==> src/logic/riscv_pkg.sv <==
package riscv_pkg;

	// PC and instruction word width
	localparam int XLEN = 32;
	// Pipe registers from IF/DEC to MEM/WB
	localparam int N_STAGES = 4;

	// Base opcodes seen by the control path
	localparam logic [6:0] OP_LOAD = 7'b000_0011;
	localparam logic [6:0] OP_STORE = 7'b010_0011;
	localparam logic [6:0] OP_JAL = 7'b110_1111;

	// addi x0, x0, 0
	localparam logic [XLEN-1:0] NOP_WORD = 32'h0000_0013;
	localparam logic [XLEN-1:0] RESET_PC = 32'h0000_0000;

	// Command to one pipe register or the PC
	typedef enum logic [1:0] {
		ENABLE,
		STALL,
		FLUSH
	} HAZARD_ctrl;

	// Jump condition from IF/DEC
	typedef enum logic {
		NO_JUMP,
		JUMP
	} IF_ctrl;

	// Data memory direction
	typedef enum logic {
		READ,
		WRITE
	} MEM_dir;

	typedef struct packed {
		logic mem_en;
		MEM_dir wr;
	} MEM_ctrl;

	// Register view of the word
	typedef struct packed {
		logic [6:0] funct7;
		logic [4:0] rs2;
		logic [4:0] rs1;
		logic [2:0] funct3;
		logic [4:0] rd;
		logic [6:0] opcode;
	} instr_r_t;

	// Jump view with the scattered immediate
	typedef struct packed {
		logic imm20;
		logic [9:0] imm10_1;
		logic imm11;
		logic [7:0] imm19_12;
		logic [4:0] rd;
		logic [6:0] opcode;
	} instr_j_t;

	// Same 32 bits decoded both ways
	typedef union packed {
		instr_r_t r;
		instr_j_t j;
	} instr_u;

endpackage

==> src/logic/hu.sv <==
`timescale 1ns/100ps

module hu (
	input logic CLK,
	input logic RSTn,
	input logic EN,
	input riscv_pkg::IF_ctrl BRANCH_cond_in,
	input logic INSTR_mem_busy_in,
	input logic DATA_mem_busy_in,
	input riscv_pkg::MEM_ctrl MEMctrl_in,
	input logic [4:0] EX_MEM_RD_in,
	input logic [4:0] DEC_EX_RS1_in,
	input logic [4:0] DEC_EX_RS2_in,
	output logic HZ_instr_req,
	output logic HZ_data_req,
	output riscv_pkg::HAZARD_ctrl PC_REG_out,
	output riscv_pkg::HAZARD_ctrl IF_DEC_out,
	output riscv_pkg::HAZARD_ctrl DEC_EX_out,
	output riscv_pkg::HAZARD_ctrl EX_MEM_out,
	output riscv_pkg::HAZARD_ctrl MEM_WB_out
);

	import riscv_pkg::*;

	// Which memory currently holds the pipe
	typedef enum logic [1:0] {
		issue_req,
		instr_busy,
		data_busy,
		idle
	} hu_state_t;

	hu_state_t current_state;
	hu_state_t next_state;
	logic freeze;
	logic load_use;

	// Either busy level, a wait state or a global disable freezes everything
	assign freeze = !EN || (current_state != issue_req) ||
		INSTR_mem_busy_in || DATA_mem_busy_in;

	// Load in EX/MEM whose rd feeds a DEC/EX source
	assign load_use = MEMctrl_in.mem_en && (MEMctrl_in.wr == READ) &&
		((EX_MEM_RD_in == DEC_EX_RS1_in) || (EX_MEM_RD_in == DEC_EX_RS2_in));

	always_ff @(posedge CLK) begin
		if (!RSTn) begin
			current_state <= issue_req;
		end else if (EN) begin
			current_state <= next_state;
		end
	end

	always_comb begin : hu_next
		next_state = current_state;
		case (current_state)
			issue_req, idle: begin
				// Sample both memories afresh
				if (INSTR_mem_busy_in && DATA_mem_busy_in) begin
					next_state = idle;
				end else if (INSTR_mem_busy_in) begin
					next_state = instr_busy;
				end else if (DATA_mem_busy_in) begin
					next_state = data_busy;
				end else begin
					next_state = issue_req;
				end
			end
			instr_busy: begin
				// Waiting on fetch side
				if (INSTR_mem_busy_in) begin
					next_state = DATA_mem_busy_in ? idle : instr_busy;
				end else if (DATA_mem_busy_in) begin
					next_state = data_busy;
				end else begin
					next_state = issue_req;
				end
			end
			data_busy: begin
				// Waiting on load/store side
				if (DATA_mem_busy_in) begin
					next_state = INSTR_mem_busy_in ? idle : data_busy;
				end else if (INSTR_mem_busy_in) begin
					next_state = instr_busy;
				end else begin
					next_state = issue_req;
				end
			end
			default: begin
				next_state = issue_req;
			end
		endcase
	end

	// Mealy outputs from the state and the live busy levels
	always_comb begin : hu_out
		PC_REG_out = ENABLE;
		IF_DEC_out = ENABLE;
		DEC_EX_out = ENABLE;
		EX_MEM_out = ENABLE;
		MEM_WB_out = ENABLE;
		HZ_instr_req = 1'b1;
		HZ_data_req = 1'b1;
		if (freeze) begin
			// Hold every register and withdraw both strobes
			HZ_instr_req = 1'b0;
			HZ_data_req = 1'b0;
			PC_REG_out = STALL;
			IF_DEC_out = STALL;
			DEC_EX_out = STALL;
			EX_MEM_out = STALL;
			MEM_WB_out = STALL;
		end else begin
			// Only reached in issue_req with both memories free
			// Wrong-path word behind a JAL becomes a bubble
			if (BRANCH_cond_in == JUMP) begin
				IF_DEC_out = FLUSH;
			end
			// Load-use wins over the jump
			if (load_use) begin
				PC_REG_out = STALL;
				IF_DEC_out = STALL;
				DEC_EX_out = FLUSH;
			end
		end
	end

	// A held fetch never kills a register in the busy states
	assert property (@(posedge CLK) disable iff (!RSTn)
		(current_state != issue_req && INSTR_mem_busy_in) |->
		(PC_REG_out != FLUSH && IF_DEC_out != FLUSH && DEC_EX_out != FLUSH &&
		EX_MEM_out != FLUSH && MEM_WB_out != FLUSH))
		else $error("hu: FLUSH issued while instruction memory busy");

endmodule

==> src/logic/fetch_unit.sv <==
`timescale 1ns/100ps

module fetch_unit (
	input logic CLK,
	input logic RSTn,
	input riscv_pkg::HAZARD_ctrl pc_ctrl,
	input logic instr_req_en,
	input logic [riscv_pkg::XLEN-1:0] instr_rdata,
	input logic instr_busy,
	input logic [riscv_pkg::XLEN-1:0] if_dec_pc,
	input riscv_pkg::instr_u if_dec_instr,
	input logic if_dec_valid,
	output logic [riscv_pkg::XLEN-1:0] instr_addr,
	output logic [riscv_pkg::XLEN-1:0] fetch_pc,
	output logic instr_req,
	output logic fetch_valid,
	output riscv_pkg::instr_u fetch_instr,
	output riscv_pkg::IF_ctrl branch_cond
);

	import riscv_pkg::*;

	logic [XLEN-1:0] pc;
	logic [XLEN-1:0] pc_next;
	logic [XLEN-1:0] jal_imm;
	logic [XLEN-1:0] jal_target;
	logic fetch_armed;

	// J immediate rebuilt with bit 0 forced low
	assign jal_imm = {{11{if_dec_instr.j.imm20}}, if_dec_instr.j.imm20,
		if_dec_instr.j.imm19_12, if_dec_instr.j.imm11,
		if_dec_instr.j.imm10_1, 1'b0};
	assign jal_target = if_dec_pc + jal_imm;

	// Only a valid JAL in IF/DEC redirects
	assign branch_cond = (if_dec_valid && if_dec_instr.j.opcode == OP_JAL) ? JUMP : NO_JUMP;

	always_comb begin
		pc_next = pc;
		if (pc_ctrl == ENABLE) begin
			if (branch_cond == JUMP) begin
				pc_next = jal_target;
			end else begin
				pc_next = pc + XLEN'(4);
			end
		end
	end

	// First cycle out of reset issues nothing and keeps RESET_PC
	always_ff @(posedge CLK) begin
		if (!RSTn) begin
			pc <= RESET_PC;
			fetch_armed <= 1'b0;
		end else begin
			fetch_armed <= 1'b1;
			if (fetch_armed) begin
				pc <= pc_next;
			end
		end
	end

	assign instr_addr = pc;
	assign fetch_pc = pc;
	assign instr_req = instr_req_en && fetch_armed;
	// memory answers in the same cycle unless busy
	assign fetch_valid = instr_req && !instr_busy;
	assign fetch_instr = instr_rdata;

	// Sequential and JAL targets keep word alignment
	assert property (@(posedge CLK) disable iff (!RSTn) pc[1:0] == 2'b00)
		else $error("fetch_unit: misaligned PC %h", pc);

endmodule

==> src/logic/pipe_stage.sv <==
`timescale 1ns/100ps

module pipe_stage (
	input logic CLK,
	input logic RSTn,
	input riscv_pkg::HAZARD_ctrl ctrl,
	input logic in_valid,
	input logic [riscv_pkg::XLEN-1:0] in_pc,
	input riscv_pkg::instr_u in_instr,
	output logic out_valid,
	output logic [riscv_pkg::XLEN-1:0] out_pc,
	output riscv_pkg::instr_u out_instr
);

	import riscv_pkg::*;

	// Valid bit is the only control state
	always_ff @(posedge CLK) begin
		if (!RSTn) begin
			out_valid <= 1'b0;
		end else begin
			case (ctrl)
				ENABLE: out_valid <= in_valid;
				FLUSH: out_valid <= 1'b0;
				default: out_valid <= out_valid;
			endcase
		end
	end

	// Bubble carries a NOP word
	always_ff @(posedge CLK) begin
		case (ctrl)
			ENABLE: begin
				out_pc <= in_pc;
				out_instr <= in_instr;
			end
			FLUSH: begin
				out_pc <= in_pc;
				out_instr <= NOP_WORD;
			end
			default: begin
				out_pc <= out_pc;
				out_instr <= out_instr;
			end
		endcase
	end

endmodule

==> src/logic/lsu_retire.sv <==
`timescale 1ns/100ps

module lsu_retire (
	input logic CLK,
	input logic RSTn,
	input logic data_req_en,
	input logic ex_mem_valid,
	input riscv_pkg::instr_u ex_mem_instr,
	input riscv_pkg::HAZARD_ctrl mem_wb_ctrl,
	input logic mem_wb_valid,
	input logic [riscv_pkg::XLEN-1:0] mem_wb_pc,
	input riscv_pkg::instr_u mem_wb_instr,
	output riscv_pkg::MEM_ctrl mem_ctrl,
	output logic data_req,
	output logic data_we,
	output logic retire_valid,
	output logic [riscv_pkg::XLEN-1:0] retire_pc,
	output riscv_pkg::instr_u retire_instr
);

	import riscv_pkg::*;

	logic is_load;
	logic is_store;
	logic retire_now;

	// Opcode decode of the EX/MEM word
	assign is_load = ex_mem_valid && (ex_mem_instr.r.opcode == OP_LOAD);
	assign is_store = ex_mem_valid && (ex_mem_instr.r.opcode == OP_STORE);

	always_comb begin
		mem_ctrl.mem_en = is_load || is_store;
		mem_ctrl.wr = is_store ? WRITE : READ;
	end

	// Strobe only when the hazard unit lets the access go
	assign data_req = data_req_en && mem_ctrl.mem_en;
	assign data_we = data_req && (mem_ctrl.wr == WRITE);

	// MEM/WB advancing with real content
	assign retire_now = (mem_wb_ctrl == ENABLE) && mem_wb_valid;

	always_ff @(posedge CLK) begin
		if (!RSTn) begin
			retire_valid <= 1'b0;
		end else begin
			retire_valid <= retire_now;
		end
	end

	// Retired word held until the next one
	always_ff @(posedge CLK) begin
		if (retire_now) begin
			retire_pc <= mem_wb_pc;
			retire_instr <= mem_wb_instr;
		end
	end

endmodule

==> src/logic/pipeline_ctrl.sv <==
`timescale 1ns/100ps

module pipeline_ctrl (
	input logic CLK,
	input logic RSTn,
	input logic [riscv_pkg::XLEN-1:0] instr_rdata,
	input logic instr_busy,
	input logic data_busy,
	output logic [riscv_pkg::XLEN-1:0] instr_addr,
	output logic instr_req,
	output logic data_req,
	output logic data_we,
	output logic retire_valid,
	output logic [riscv_pkg::XLEN-1:0] retire_pc,
	output logic [riscv_pkg::XLEN-1:0] retire_instr
);

	import riscv_pkg::*;

	// Slot 0 is the fetch output and slot i+1 is stage i
	logic stg_valid [0:N_STAGES];
	logic [XLEN-1:0] stg_pc [0:N_STAGES];
	instr_u stg_instr [0:N_STAGES];
	HAZARD_ctrl stg_ctrl [0:N_STAGES-1];

	HAZARD_ctrl pc_ctrl;
	IF_ctrl branch_cond;
	MEM_ctrl mem_ctrl;
	logic hz_instr_req;
	logic hz_data_req;
	instr_u retire_word;

	fetch_unit fetch_unit_inst (
		.CLK(CLK),
		.RSTn(RSTn),
		.pc_ctrl(pc_ctrl),
		.instr_req_en(hz_instr_req),
		.instr_rdata(instr_rdata),
		.instr_busy(instr_busy),
		.if_dec_pc(stg_pc[1]),
		.if_dec_instr(stg_instr[1]),
		.if_dec_valid(stg_valid[1]),
		.instr_addr(instr_addr),
		.fetch_pc(stg_pc[0]),
		.instr_req(instr_req),
		.fetch_valid(stg_valid[0]),
		.fetch_instr(stg_instr[0]),
		.branch_cond(branch_cond)
	);

	// IF/DEC, DEC/EX, EX/MEM, MEM/WB
	for (genvar i = 0; i < N_STAGES; i++) begin : g_stage
		pipe_stage pipe_stage_inst (
			.CLK(CLK),
			.RSTn(RSTn),
			.ctrl(stg_ctrl[i]),
			.in_valid(stg_valid[i]),
			.in_pc(stg_pc[i]),
			.in_instr(stg_instr[i]),
			.out_valid(stg_valid[i+1]),
			.out_pc(stg_pc[i+1]),
			.out_instr(stg_instr[i+1])
		);
	end

	// Global enable lives outside this block
	hu hu_inst (
		.CLK(CLK),
		.RSTn(RSTn),
		.EN(1'b1),
		.BRANCH_cond_in(branch_cond),
		.INSTR_mem_busy_in(instr_busy),
		.DATA_mem_busy_in(data_busy),
		.MEMctrl_in(mem_ctrl),
		.EX_MEM_RD_in(stg_instr[3].r.rd),
		.DEC_EX_RS1_in(stg_instr[2].r.rs1),
		.DEC_EX_RS2_in(stg_instr[2].r.rs2),
		.HZ_instr_req(hz_instr_req),
		.HZ_data_req(hz_data_req),
		.PC_REG_out(pc_ctrl),
		.IF_DEC_out(stg_ctrl[0]),
		.DEC_EX_out(stg_ctrl[1]),
		.EX_MEM_out(stg_ctrl[2]),
		.MEM_WB_out(stg_ctrl[3])
	);

	lsu_retire lsu_retire_inst (
		.CLK(CLK),
		.RSTn(RSTn),
		.data_req_en(hz_data_req),
		.ex_mem_valid(stg_valid[3]),
		.ex_mem_instr(stg_instr[3]),
		.mem_wb_ctrl(stg_ctrl[3]),
		.mem_wb_valid(stg_valid[4]),
		.mem_wb_pc(stg_pc[4]),
		.mem_wb_instr(stg_instr[4]),
		.mem_ctrl(mem_ctrl),
		.data_req(data_req),
		.data_we(data_we),
		.retire_valid(retire_valid),
		.retire_pc(retire_pc),
		.retire_instr(retire_word)
	);

	assign retire_instr = retire_word;

	// Data strobe never meets a busy data memory
	assert property (@(posedge CLK) disable iff (!RSTn) data_busy |-> !data_req)
		else $error("pipeline_ctrl: data_req high while data_busy");

	// Fetch back-pressure also blocks loads and stores
	assert property (@(posedge CLK) disable iff (!RSTn) instr_busy |-> !data_req)
		else $error("pipeline_ctrl: data_req high while instr_busy");

endmodule

==> config.mk <==
export PLATFORM = sky130hd
export DESIGN_NAME = pipeline_ctrl
export DESIGN_NICKNAME = d
export VERILOG_FILES = /design/src/logic/riscv_pkg.sv /design/src/logic/hu.sv /design/src/logic/fetch_unit.sv /design/src/logic/pipe_stage.sv /design/src/logic/lsu_retire.sv /design/src/logic/pipeline_ctrl.sv
export SDC_FILE = /design/constraint.sdc
export NUM_CORES = 1
export LEC_CHECK = 0
export BUFFER_PORTS_ARGS = -buffer_cell sky130_fd_sc_hd__buf_2
export CAP_MARGIN = 15
export CORE_UTILIZATION = 45
export DETAILED_ROUTE_END_ITERATION = 8
export GPL_TIMING_DRIVEN = 1
export HOLD_SLACK_MARGIN = 0.08
export PLACE_DENSITY = 0.66
export SLEW_MARGIN = 0
export SYNTH_ARGS = -nofsm -noshare
export SYNTH_HDL_FRONTEND = slang
export SYNTH_SLANG_ARGS = --single-unit
==> constraint.sdc <==
create_clock -name CLK -period 8 [get_ports CLK]
set_clock_uncertainty 0.1 [all_clocks]
set_input_delay 0.8 -clock CLK [delete_from_list [all_inputs] [get_ports CLK]]
set_output_delay 0.8 -clock CLK [all_outputs]
set_load 0.1 [all_outputs]
# Word-level counts from Yosys, hierarchy flattened
# Index checks and enable logic that the tools add are counted.
# word_totals
latch_bits,0
elab_cells,92
in_bits,36
rom_bits,0
ff_bits,360
ramBits,0
n_memories,0
# classes
magnitude_cmp,0
reduce_logical,30
mul,0
eq_ne,11
n_mux,30
bitwise_logic,1
shifts,0
add_sub_neg,2
n_div,0
# op_table
cell,n
case mux 32 bit (2 select lines),4
adder 32 x 3 -> 32 bit (second input constant),1
adder 32 bit,1
two-way mux 32 bit,1
two-way mux 2 bit,12
logical AND 1 bit,11
equality test 2 bit (second input constant),5
equality test 5 bit,2
logical NOT 2 bit,5
two-way mux 1 bit,8
case mux 1 bit (2 select lines),4
nonzero test 2 bit,4
OR reduction 2 bit,4
equality test 7 x 2 -> 1 bit (second input constant),1
equality test 7 x 6 -> 1 bit (second input constant),1
equality test 7 bit (second input constant),1
case mux 2 bit (3 select lines),1
logical OR 1 bit,4
equality test 2 x 1 -> 1 bit (second input constant),1
AND reduction 2 bit,1
logical NOT 1 bit,1
NOT 1 bit,1

# Depth between registers and ports, before layout
# Gate-level depths: netlist of the first run.
# depth
depth_word,10
ltp_mapped,12
depth_no_buf,12

# Modules after synthesis
# A second synthesis of the first run with hierarchy kept.
# hier_totals
cells_unflattened,1131
area_unflattened_um2,15417.3
# by_module_without_submodules
module,instances,seq_area_each_um2,cells_per_inst,area_each_um2
pipe_stage,4,1941.9,105,2209.6
fetch_unit,1,660.6,595,4249.1
lsu_retire,1,1941.9,76,2019.4
hu,1,40.0,39,306.5
pipeline_ctrl,1,0.0,1,3.8

# Worst setup path before layout of the first run
# No wires, ideal clock.
# synth_path
kind,input to register
from,in data_busy
to,"reg g_stage[0].pipe_stage_inst.out_instr[0] (netlist name), enable pin"
n_path_buf,0
slack_ps,3495
arrival_time_ps,3986
stages,5
setup_time_ps,418
path_cell_list,nor2_1 -> nand2_1 -> inv_1 -> nand2_1 -> inv_1
# synth_between
elab_chain_len,4
elab_cells_between_ends,5
# synth_rtl
element,line,rtl
start: declaration,pipeline_ctrl.sv:8,"input logic data_busy,"
logical OR 1 bit *,hu.sv:40,INSTR_mem_busy_in || DATA_mem_busy_in;
two-way mux 2 bit *,hu.sv:104,if (freeze) begin
equality test 2 bit / logical NOT 2 bit (equally long branches),pipe_stage.sv:32,case (ctrl)
nonzero test 2 bit (no line) *,--,
end signal: assignment,pipe_stage.sv:35,out_instr <= in_instr;
end signal: assignment,pipe_stage.sv:43,out_instr <= out_instr;
end: declaration,pipe_stage.sv:12,output riscv_pkg::instr_u out_instr
# Every way passes the cells marked *; elsewhere a longest branch is shown, timed or not.
# A chain may end at the register's enable or synchronous reset.

# Worst setup path after layout of the first run
# layout_path
from,reg g_stage[0].pipe_stage_inst.out_pc[1] (netlist name)
to,"reg fetch_unit_inst.pc[25], in the netlist fetch_unit_inst.fetch_pc[25]"
# layout_between
elab_chain_len,2
# layout_rtl
element,line,rtl
start: declaration,pipe_stage.sv:11,"output logic [riscv_pkg::XLEN-1:0] out_pc,"
start signal: assignment,pipe_stage.sv:34,out_pc <= in_pc;
start signal: assignment,pipe_stage.sv:38,out_pc <= in_pc;
start signal: assignment,pipe_stage.sv:42,out_pc <= out_pc;
adder 32 bit,fetch_unit.sv:33,assign jal_target = if_dec_pc + jal_imm;
two-way mux 32 bit,fetch_unit.sv:41,if (branch_cond == JUMP) begin
end signal: assignment,fetch_unit.sv:57,pc <= pc_next;
end: declaration,fetch_unit.sv:23,logic [XLEN-1:0] pc;
# No other way between the ends.

==> results.yml, run 1 <==
synthesis:
  yosysSeqAreaShare: 0.7512
  syn_avg_cell_area_um2: 15.13
  synth_cell_types: 60
  synth_edf_count: 320
  synth_area_mm2: 0.01386
  yosysTopAreaCell: "edfxtp_1"
  post-synth-top-count-cell: "edfxtp_1"
  synth_top_area_share: 0.6934
  synth-seq-cells: 360
  yosys_most_used_dff: "edfxtp_1"
  synth_commonest_cells: "edfxtp_1, a21oi_1, o21ai_0"
  ys_top_cells_by_area: "edfxtp_1, dfxtp_1, ha_1"
  synth.net_count: 985
  yosysWarnings: 0
  async_reset_ff_frac: 0
  syn_inst: 916
setup_path:
  critPathBufInv: 1
  path_common_cell: "o31ai_2"
  slowest_delay_ps: 460
  cp.required_ps: 8290
  r2r-start: "g_stage[0].pipe_stage_inst.out_pc[1]"
  reg2reg_depth: 12
  start_kind: "flip-flop"
  crit_chain: "ha_1, inv_1, fa_1, and2b_1, o31ai_2, a2111oi_2, o211ai_1, a21oi_2, a31oi_1, o31ai_2, mux2i_1, a211o_1"
  critPathKind: "reg2reg"
  path_depth: 12
  rrSetupSlack_ps: 4710
  arrival_ps: 3590
  path_max_fanout: 4
  cpMaxStageDelayCell: "a2111oi_2"
  crit_family: "compound AO/OA/AOI/OAI gates"
  cp-end-kind: "flip-flop"
  crit_start: "g_stage[0].pipe_stage_inst.out_pc[1]"
hold_path:
  hold_depth: 0
  hold_class: "reg2reg"
  hp-start: "g_stage[1].pipe_stage_inst.out_pc[22]"
die:
  die_width_um: 177.5
  die_y_um: 177.5
  num_rows: 63
  start_util: 0.4627
  fp.dieArea_mm2: 0.03150
  io_pins: 136
  core-area_mm2: 0.02995
detailed_routing:
  ant_nets: 0
  wirelength_um: 26610
  routedWlPerCell_um: 17.89
  viasPerCell: 5.245
  drtIter0Drc: 691
  vias: 7800
  drtPass1Iterations: 5
  drc: 0
place:
  portBuffers: 135
  dp_hpwl_um: 18190
  routabilityCongestion: 0.8694
grt:
  gr-total-overflow: 0
  grt_start_max_net_pins: 80
  gr-usage-all-layers: 0.1712
  grt_pass1_vias: 7486
  grt_pass1_wl_um: 40990
  antenna_found_initial: 0
sta:
  setup_viol: 0
  hold_violations: 0
  timing.final.crit_share: 0.4115
  finalSetupTns_ps: 0
  min_period_ps: 3292
  whs_ps: 310.4
  drv_slew: 0
  fmax_mhz: 303.7
  worstMarginPinSlew_ps: 1097
  rsz0062_at_grt: "false"
  maxSlewHeadroom: 0.2619
layout:
  drive_above_1_share: 0.1969
  area_delta_synth_final_pct: 16.78
  finalNetCount: 1139
  insertedDiodeCount: 0
power_and_ir_drop:
  p_leak_nw: 5.803
  peakVddDrop_mv: 0.1164
  powerDensity_mw_per_mm2: 242.7
clock_network:
  cts_resized: 0
  clock_latency_ps: 510
  postCtsHoldBufs: 0
  cts_tree: "built"
  path_clk_slew_ps: 60
  cts-root-buf: "clkbuf_16"
  cts_made_buffers: 37
  clkSinkCount: 360
  cts_max_level: 2
  cts_setup_buffers: 0
  cts_buffer_depth: 3
run_status:
  status: "completed"
job:
  maxCapViolCount: 0
==> placed cells by master, fill, tap and decap left out, types with 3 or more instances in the layout <==
cell type,count
a211o_1,3
a211oi_1,7
a21o_1,17
a21oi_1,56
a221oi_1,3
a31oi_1,11
a32oi_1,4
and2_1,38
and3_1,16
buf_2,135
buf_4,6
bufinv_16,4
clkbuf_1,8
clkbuf_16,39
clkinv_1,7
clkinvlp_4,4
dfxtp_1,40
edfxtp_1,320
ha_1,32
inv_1,15
nand2_1,42
nand2b_1,7
nand3_1,27
nand4_1,11
nand4b_1,3
nor2_1,49
nor2b_1,31
nor3_1,11
o211ai_1,4
o21a_1,7
o21ai_0,52
o31ai_1,3
or2_2,5
or3_1,5
xnor2_1,15
xor2_1,14
==> power by group <==
| part | switching (mW) | total (mW) | leakage [nW] | internal (mW) |
|---|---|---|---|---|
| Combinational | 0.0838 | 0.128 | 1.93 | 0.0438 |
| Sequential | 0.0164 | 2.10 | 3.29 | 2.08 |
| Clock | 0.671 | 1.70 | 0.578 | 1.03 |
==> layer usage <==
layer  vias up  global-route usage  wire length [um]
met5         -                   0                 0
met4         0             0.05093               563
met3        53             0.03363              1591
met2       246              0.2886             13030
met1      3713              0.2240             11420
li1       3788                   -                 -
==> area by class of cell <==
type                       count  area (um^2)
tap                          390        488.0
inverter                      18        70.07
fill                        2473        13770
multi-input combinational    512         3281
clock buffer                  48         1020
clock inverter                18        195.2
timing repair buffer         141        720.7
sequential                   360        10410
==> metrics by stage <==
step	worst slack [ps]	utilization	power (mW)	instances	cell area, um^2
2_1_floorplan	3495	-	2.227	916	13860
5_1_grt	4465	0.5403	4.058	1487	16180
3_5_place_dp	4633	0.4997	2.270	1421	14970
4_1_cts	4691	0.5403	3.970	1487	16180
6_report	4708	0.5403	3.929	1487	16180
3_3_place_gp	4670	0.4997	2.267	1421	14970
==> kinds of logic (layout without fill, tap and decap cells) <==
kind of cell,after synthesis,count (layout),share of synthesized area
AO/OA/AOI/OAI,190,190,0.08785
adder cells (fa/ha/maj),33,33,0.03034
AND/OR/NAND/NOR,257,257,0.09742
buffers and inverters,44,225,0.01255
XOR/XNOR,29,29,0.01833
multiplexers,3,3,0.002347
flip-flops,360,360,0.7512
==> flip-flops by register name, summed over array words and instances, names as in the netlist, 2 cells and up <==
register	flops
lsu_retire_inst.retire_instr	32
lsu_retire_inst.retire_pc	32
g_stage.pipe_stage_inst.out_instr	128
hu_inst.current_state	2
fetch_unit_inst.fetch_pc	32
g_stage.pipe_stage_inst.out_valid	4
g_stage.pipe_stage_inst.out_pc	128
==> worst paths after layout <==
check | end
hold / removal | g_stage[2].pipe_stage_inst.out_pc[22]
hold reg to reg | g_stage[2].pipe_stage_inst.out_pc[22]
setup reg to reg | fetch_unit_inst.fetch_pc[25]
setup / recovery | fetch_unit_inst.fetch_pc[25]
(Power assumes the default switching activity.)
==> inputs of run 2 (changes only) <==
- PLACE_DENSITY: 0.66 -> 0.69
- clock period: 8 -> 2.8 ns (I/O delays scaled with it)
==> run 2 against run 1 <==
Compared with the run above:
- the flow now finishes with violations (negative setup slack)
- via count rose by 4.7%
- setup slack got worse by 4900 ps
- first-iteration DRC count fell by 12%
==> results.yml, run 2 (same netlist as run 1, synthesis figures left out) <==
layout:
  fin_cells: 1568
  insertedDiodeCount: 0
  largestRegisters: "g_stage.pipe_stage_inst.out_instr x128, g_stage.pipe_stage_inst.out_pc x128"
  fill_cells: 2396
  final_cell_mix: "edfxtp_1, buf_2, a21oi_1"
  multiInputGateArea_mm2: 0.003367
  final_common_cell: "edfxtp_1"
  final_area_mm2: 0.01701
  area_delta_synth_final_pct: 22.73
  finalNetCount: 1221
  drive_above_1_share: 0.2445
  register_area_mm2: 0.01043
hold_path:
  hold_class: "reg2reg"
sta:
  min_period_ps: 2976
  maxSlewHeadroom: 0.3939
  whs_ps: 310.9
  hold_violations: 0
  timing.final.crit_share: 1.063
  setup_viol: 10
  worstMarginPinSlew_ps: 909.1
  finalWorstSetupSlack_ps: -175.8
  drv_slew: 0
  fmax_mhz: 336.0
  rsz0062_at_grt: "true"
grt:
  busiest_layer: "met2"
  use_met2: 0.3001
  gr-usage-all-layers: 0.1774
  globalRouteMet3Util: 0.03278
  grt_pass1_wl_um: 42450
  gr-total-overflow: 0
  grt_pass1_vias: 7859
  grt_start_max_net_pins: 69
  use_met1: 0.2319
  antenna_found_initial: 0
power_and_ir_drop:
  power_mw: 11.16
  p_leak_nw: 6.182
  powerDensity_mw_per_mm2: 656.2
  peakVddDrop_mv: 0.3812
die:
  die_width_um: 177.5
  die_y_um: 177.5
  num_rows: 63
  io_pins: 136
  start_util: 0.4627
  fp.dieArea_mm2: 0.03150
  core-area_mm2: 0.02995
clock_network:
  clock_latency_ps: 520
  cts_max_level: 2
  path_clk_slew_ps: 60
  cts_made_buffers: 37
  cts_buffer_depth: 3
  cts_tree: "built"
  clkSinkCount: 360
  cts-root-buf: "clkbuf_16"
place:
  pre_cts_slack_ps: -269.1
  dpl_cell_area_mm2: 0.01540
  routabilityCongestion: 0.8197
  dp_hpwl_um: 18800
  portBuffers: 135
  place_inst: 1464
detailed_routing:
  vias: 8167
  routedWlPerCell_um: 17.55
  drtIter0Drc: 606
  viasPerCell: 5.209
  wirelength_um: 27510
  drc: 0
  ant_nets: 0
  drtPass1Iterations: 5
run_status:
  status: "finished, violations left"
  failed_checks: "negative setup slack"
setup_path:
  slowest_delay_ps: 380
  critPathKind: "reg2reg"
  cp-end-kind: "flip-flop"
  path_max_fanout: 3
  start_kind: "flip-flop"
  cpMaxStageDelayCell: "a2111oi_4"
  arrival_ps: 3290
  crit_chain: "ha_2, inv_2, fa_2, and2b_2, o31ai_4, a2111oi_4, o211ai_1, a21oi_2, a31oi_4, o31ai_2, mux2i_1, a211o_1"
  cp.required_ps: 3110
job:
  maxCapViolCount: 0
## run 2: cell types whose count changed in the layout (fill, tap and decap cells not counted), sizes merged
cell,previous run,this run
inv,19,16
clkbuf,48,44
buf,141,188
dlygate4sd3,0,35
clkinv,9,16
bufinv,4,3
## run 2: layout make-up
cell class / count / share of cell area
Clock buffer: 44 / 0.05723
Clock inverter: 21 / 0.01140
Tap cell: 390 / 0.02869
Sequential cell: 360 / 0.6130
Inverter: 18 / 0.004634
Timing Repair Buffer: 223 / 0.08710
Multi-Input combinational cell: 512 / 0.1980
## run 2: stage by stage
step | setup TNS, ps | util
after global routing | -2566 | 0.5678
after CTS | -618.6 | 0.5665
after detailed placement | -1327 | 0.5142
after floorplan | -56760 | -
after global placement | -633.2 | 0.5142
final | -750.9 | 0.5678
## run 2: worst max-delay path: cells and delay by family, from the launching register on
family                   cells  cell delay, ps
buffers and inverters        1              40
AND/OR/NAND/NOR              1             250
adder cells (fa/ha/maj)      2             520
AO/OA/AOI/OAI                7            1480
flip-flops                   1             370
multiplexers                 1             110
## run 2: where the power goes
part	internal [mW]	switching, mW
logic	0.195	0.264
registers	5.96	0.0445
clock network	2.77	1.94
total	8.92	2.24
## run 2: metal layers
layer / vias up / wire (um)
met5: - / 0
met4: 0 / 632
met3: 53 / 1547
met2: 237 / 13550
met1: 3924 / 11780
li1: 3953 / -
## run 2: what timing repair did
action	in CTS	in global routing
buffers inserted	3	4
endpoints found under the setup margin	11	18
hold endpoints to repair	35	0
hold buffers	35	0
pin swaps	12	13
gates resized for setup	8	5
## run 2: worst paths after layout
check	from	endpoint	slack (ps)	cells after the start
max	g_stage[0].pipe_stage_inst.out_pc[1]	fetch_unit_inst.fetch_pc[25]	-180	12
min	g_stage[2].pipe_stage_inst.out_instr[15]	g_stage[3].pipe_stage_inst.out_instr[15]	310	0
max reg2reg	g_stage[0].pipe_stage_inst.out_pc[1]	fetch_unit_inst.fetch_pc[25]	-180	12
min reg2reg	g_stage[2].pipe_stage_inst.out_instr[15]	g_stage[3].pipe_stage_inst.out_instr[15]	310	0
==> inputs of run 3 (changes only) <==
- TNS_END_PERCENT: not set -> 1
==> run 3 against run 2 <==
Compared with the run above:
- the run still ends with negative setup slack left
- setup slack better by 37 ps
- global-route usage decreased by 0.098 points
- clock power grew 1%
- wire length shrank 1.5%
- power rose by 0.43%
- largest power group unchanged
- highest routed layer unchanged
==> results.yml, run 3 (same netlist as run 1, synthesis figures left out) <==
run_status:
  status: "finished, violations left"
  failed_checks: "negative setup slack"
detailed_routing:
  drtPass1Iterations: 5
  routedWlPerCell_um: 17.24
  wirelength_um: 27110
  vias: 8163
  ant_nets: 0
  drtIter0Drc: 485
  drc: 0
  viasPerCell: 5.193
place:
  portBuffers: 135
  routabilityCongestion: 0.8414
  dp_hpwl_um: 18800
setup_path:
  cpMaxStageDelayCell: "a2111oi_4"
  rrSetupSlack_ps: -140
  crit_chain: "ha_2, inv_2, fa_2, and2b_2, o31ai_4, a2111oi_4, o211ai_1, buf_4, buf_6, a211o_1, nand2_2, a211oi_2, xnor2_1, a21oi_1"
  critPathKind: "reg2reg"
  reg2reg_depth: 14
  path_max_fanout: 2
  critical_path.endpoint: "fetch_unit_inst.fetch_pc[31]"
  start_kind: "flip-flop"
  r2r-start: "g_stage[0].pipe_stage_inst.out_pc[1]"
  slowest_delay_ps: 360
  r2r-end: "fetch_unit_inst.fetch_pc[31]"
  arrival_ps: 3250
  cp-end-kind: "flip-flop"
  cp.required_ps: 3110
  crit_start: "g_stage[0].pipe_stage_inst.out_pc[1]"
die:
  start_util: 0.4627
  die_y_um: 177.5
  die_width_um: 177.5
  num_rows: 63
  core-area_mm2: 0.02995
  fp.dieArea_mm2: 0.03150
  io_pins: 136
layout:
  largestRegisters: "g_stage.pipe_stage_inst.out_instr x128, g_stage.pipe_stage_inst.out_pc x128"
  final_cell_mix: "edfxtp_1, buf_2, a21oi_1"
  finalNetCount: 1222
  final_common_cell: "edfxtp_1"
  drive_above_1_share: 0.2394
  area_delta_synth_final_pct: 22.68
  insertedDiodeCount: 0
clock_network:
  cts_buffer_depth: 3
  path_clk_slew_ps: 60
  cts-root-buf: "clkbuf_16"
  cts_made_buffers: 38
  cts_tree: "built"
  clock_latency_ps: 520
  cts_max_level: 2
  clkSinkCount: 360
hold_path:
  hold_class: "reg2reg"
  hold_depth: 0
grt:
  gr-total-overflow: 0
  grt_start_max_net_pins: 78
  antenna_found_initial: 0
  gr-usage-all-layers: 0.1764
  grt_pass1_wl_um: 42460
  grt_pass1_vias: 7868
power_and_ir_drop:
  p_leak_nw: 6.191
  powerDensity_mw_per_mm2: 659.3
  power_mw: 11.21
  peakVddDrop_mv: 0.4455
sta:
  rsz0062_at_grt: "true"
  timing.final.crit_share: 1.050
  maxSlewHeadroom: 0.3812
  finalWorstSetupSlack_ps: -138.7
  setup_viol: 9
  min_period_ps: 2939
  hold_violations: 0
  worstMarginPinSlew_ps: 928.3
  fmax_mhz: 340.3
  finalSetupTns_ps: -782.5
  drv_slew: 0
job:
  maxCapViolCount: 0
==> run 3: where the power goes <==
part | internal (mW) | total (mW) | switching [mW]
combinational | 0.191 | 0.456 | 0.265
clock | 2.79 | 4.76 | 1.97
sequential | 5.96 | 6.00 | 0.0421
==> run 3: cell type report <==
type                    instances  area, um^2
flip-flops and latches        360       10410
clock inverters                26       225.2
repair buffers                223        1465
clock buffers                  43       969.7
well taps                     390       488.0
fillers                      2433       12950
inverters                      18       78.83
multi-input cells             512        3364
==> run 3: what timing repair did <==
| item | CTS | global route |
|---|---|---|
| gates resized for setup | 13 | 6 |
| setup endpoints to repair | 12 | 18 |
| pin swaps | 8 | 8 |
| endpoints found under the hold margin | 35 | 0 |
| hold buffers | 35 | 0 |
| buffers inserted | 2 | 0 |
==> run 3: worst min path at each step <==
stage / from / endpoint
after floorplan: RSTn / fetch_unit_inst.fetch_armed
after global placement: g_stage[1].pipe_stage_inst.out_instr[8] / g_stage[2].pipe_stage_inst.out_instr[8]
after detailed placement: g_stage[1].pipe_stage_inst.out_instr[10] / g_stage[2].pipe_stage_inst.out_instr[10]
after CTS: g_stage[1].pipe_stage_inst.out_pc[5] / g_stage[2].pipe_stage_inst.out_pc[5]
after global routing: g_stage[3].pipe_stage_inst.out_pc[4] / lsu_retire_inst.retire_pc[4]
final: g_stage[1].pipe_stage_inst.out_pc[15] / g_stage[2].pipe_stage_inst.out_pc[15]
==> run 3: per-stage QoR <==
| stage | utilization | instance area [um^2] | std cells | hold slack [ps] | setup slack [ps] |
|---|---|---|---|---|---|
| detailed placement | 0.5130 | 15370 | 1466 | 304.5 | -368.2 |
| global route | 0.5676 | 17000 | 1572 | 317.2 | -296.4 |
| floorplan | - | 13880 | 916 | 207.7 | -490.5 |
| CTS | 0.5669 | 16980 | 1572 | 315.3 | -232.3 |
| global placement | 0.5130 | 15370 | 1466 | 300.1 | -279.7 |
| finish | 0.5676 | 17000 | 1572 | 312.6 | -138.7 |
==> run 3: layer usage <==
layer,up-vias,global-route usage,share of wire
met1,3924,0.2301,0.43
met4,0,0.05271,0.022
met3,37,0.03470,0.054
met5,-,0,0
li1,3968,-,-
met2,234,0.2982,0.50
==> run 3: worst max-delay path: cells and delay by family, from the launching register on <==
kind | cells | cell delay, ps
flops | 1 | 350
xor+xnor | 1 | 150
simple gates | 2 | 350
fa+ha+maj | 2 | 510
compound gates | 6 | 1030
buf+inv | 3 | 320
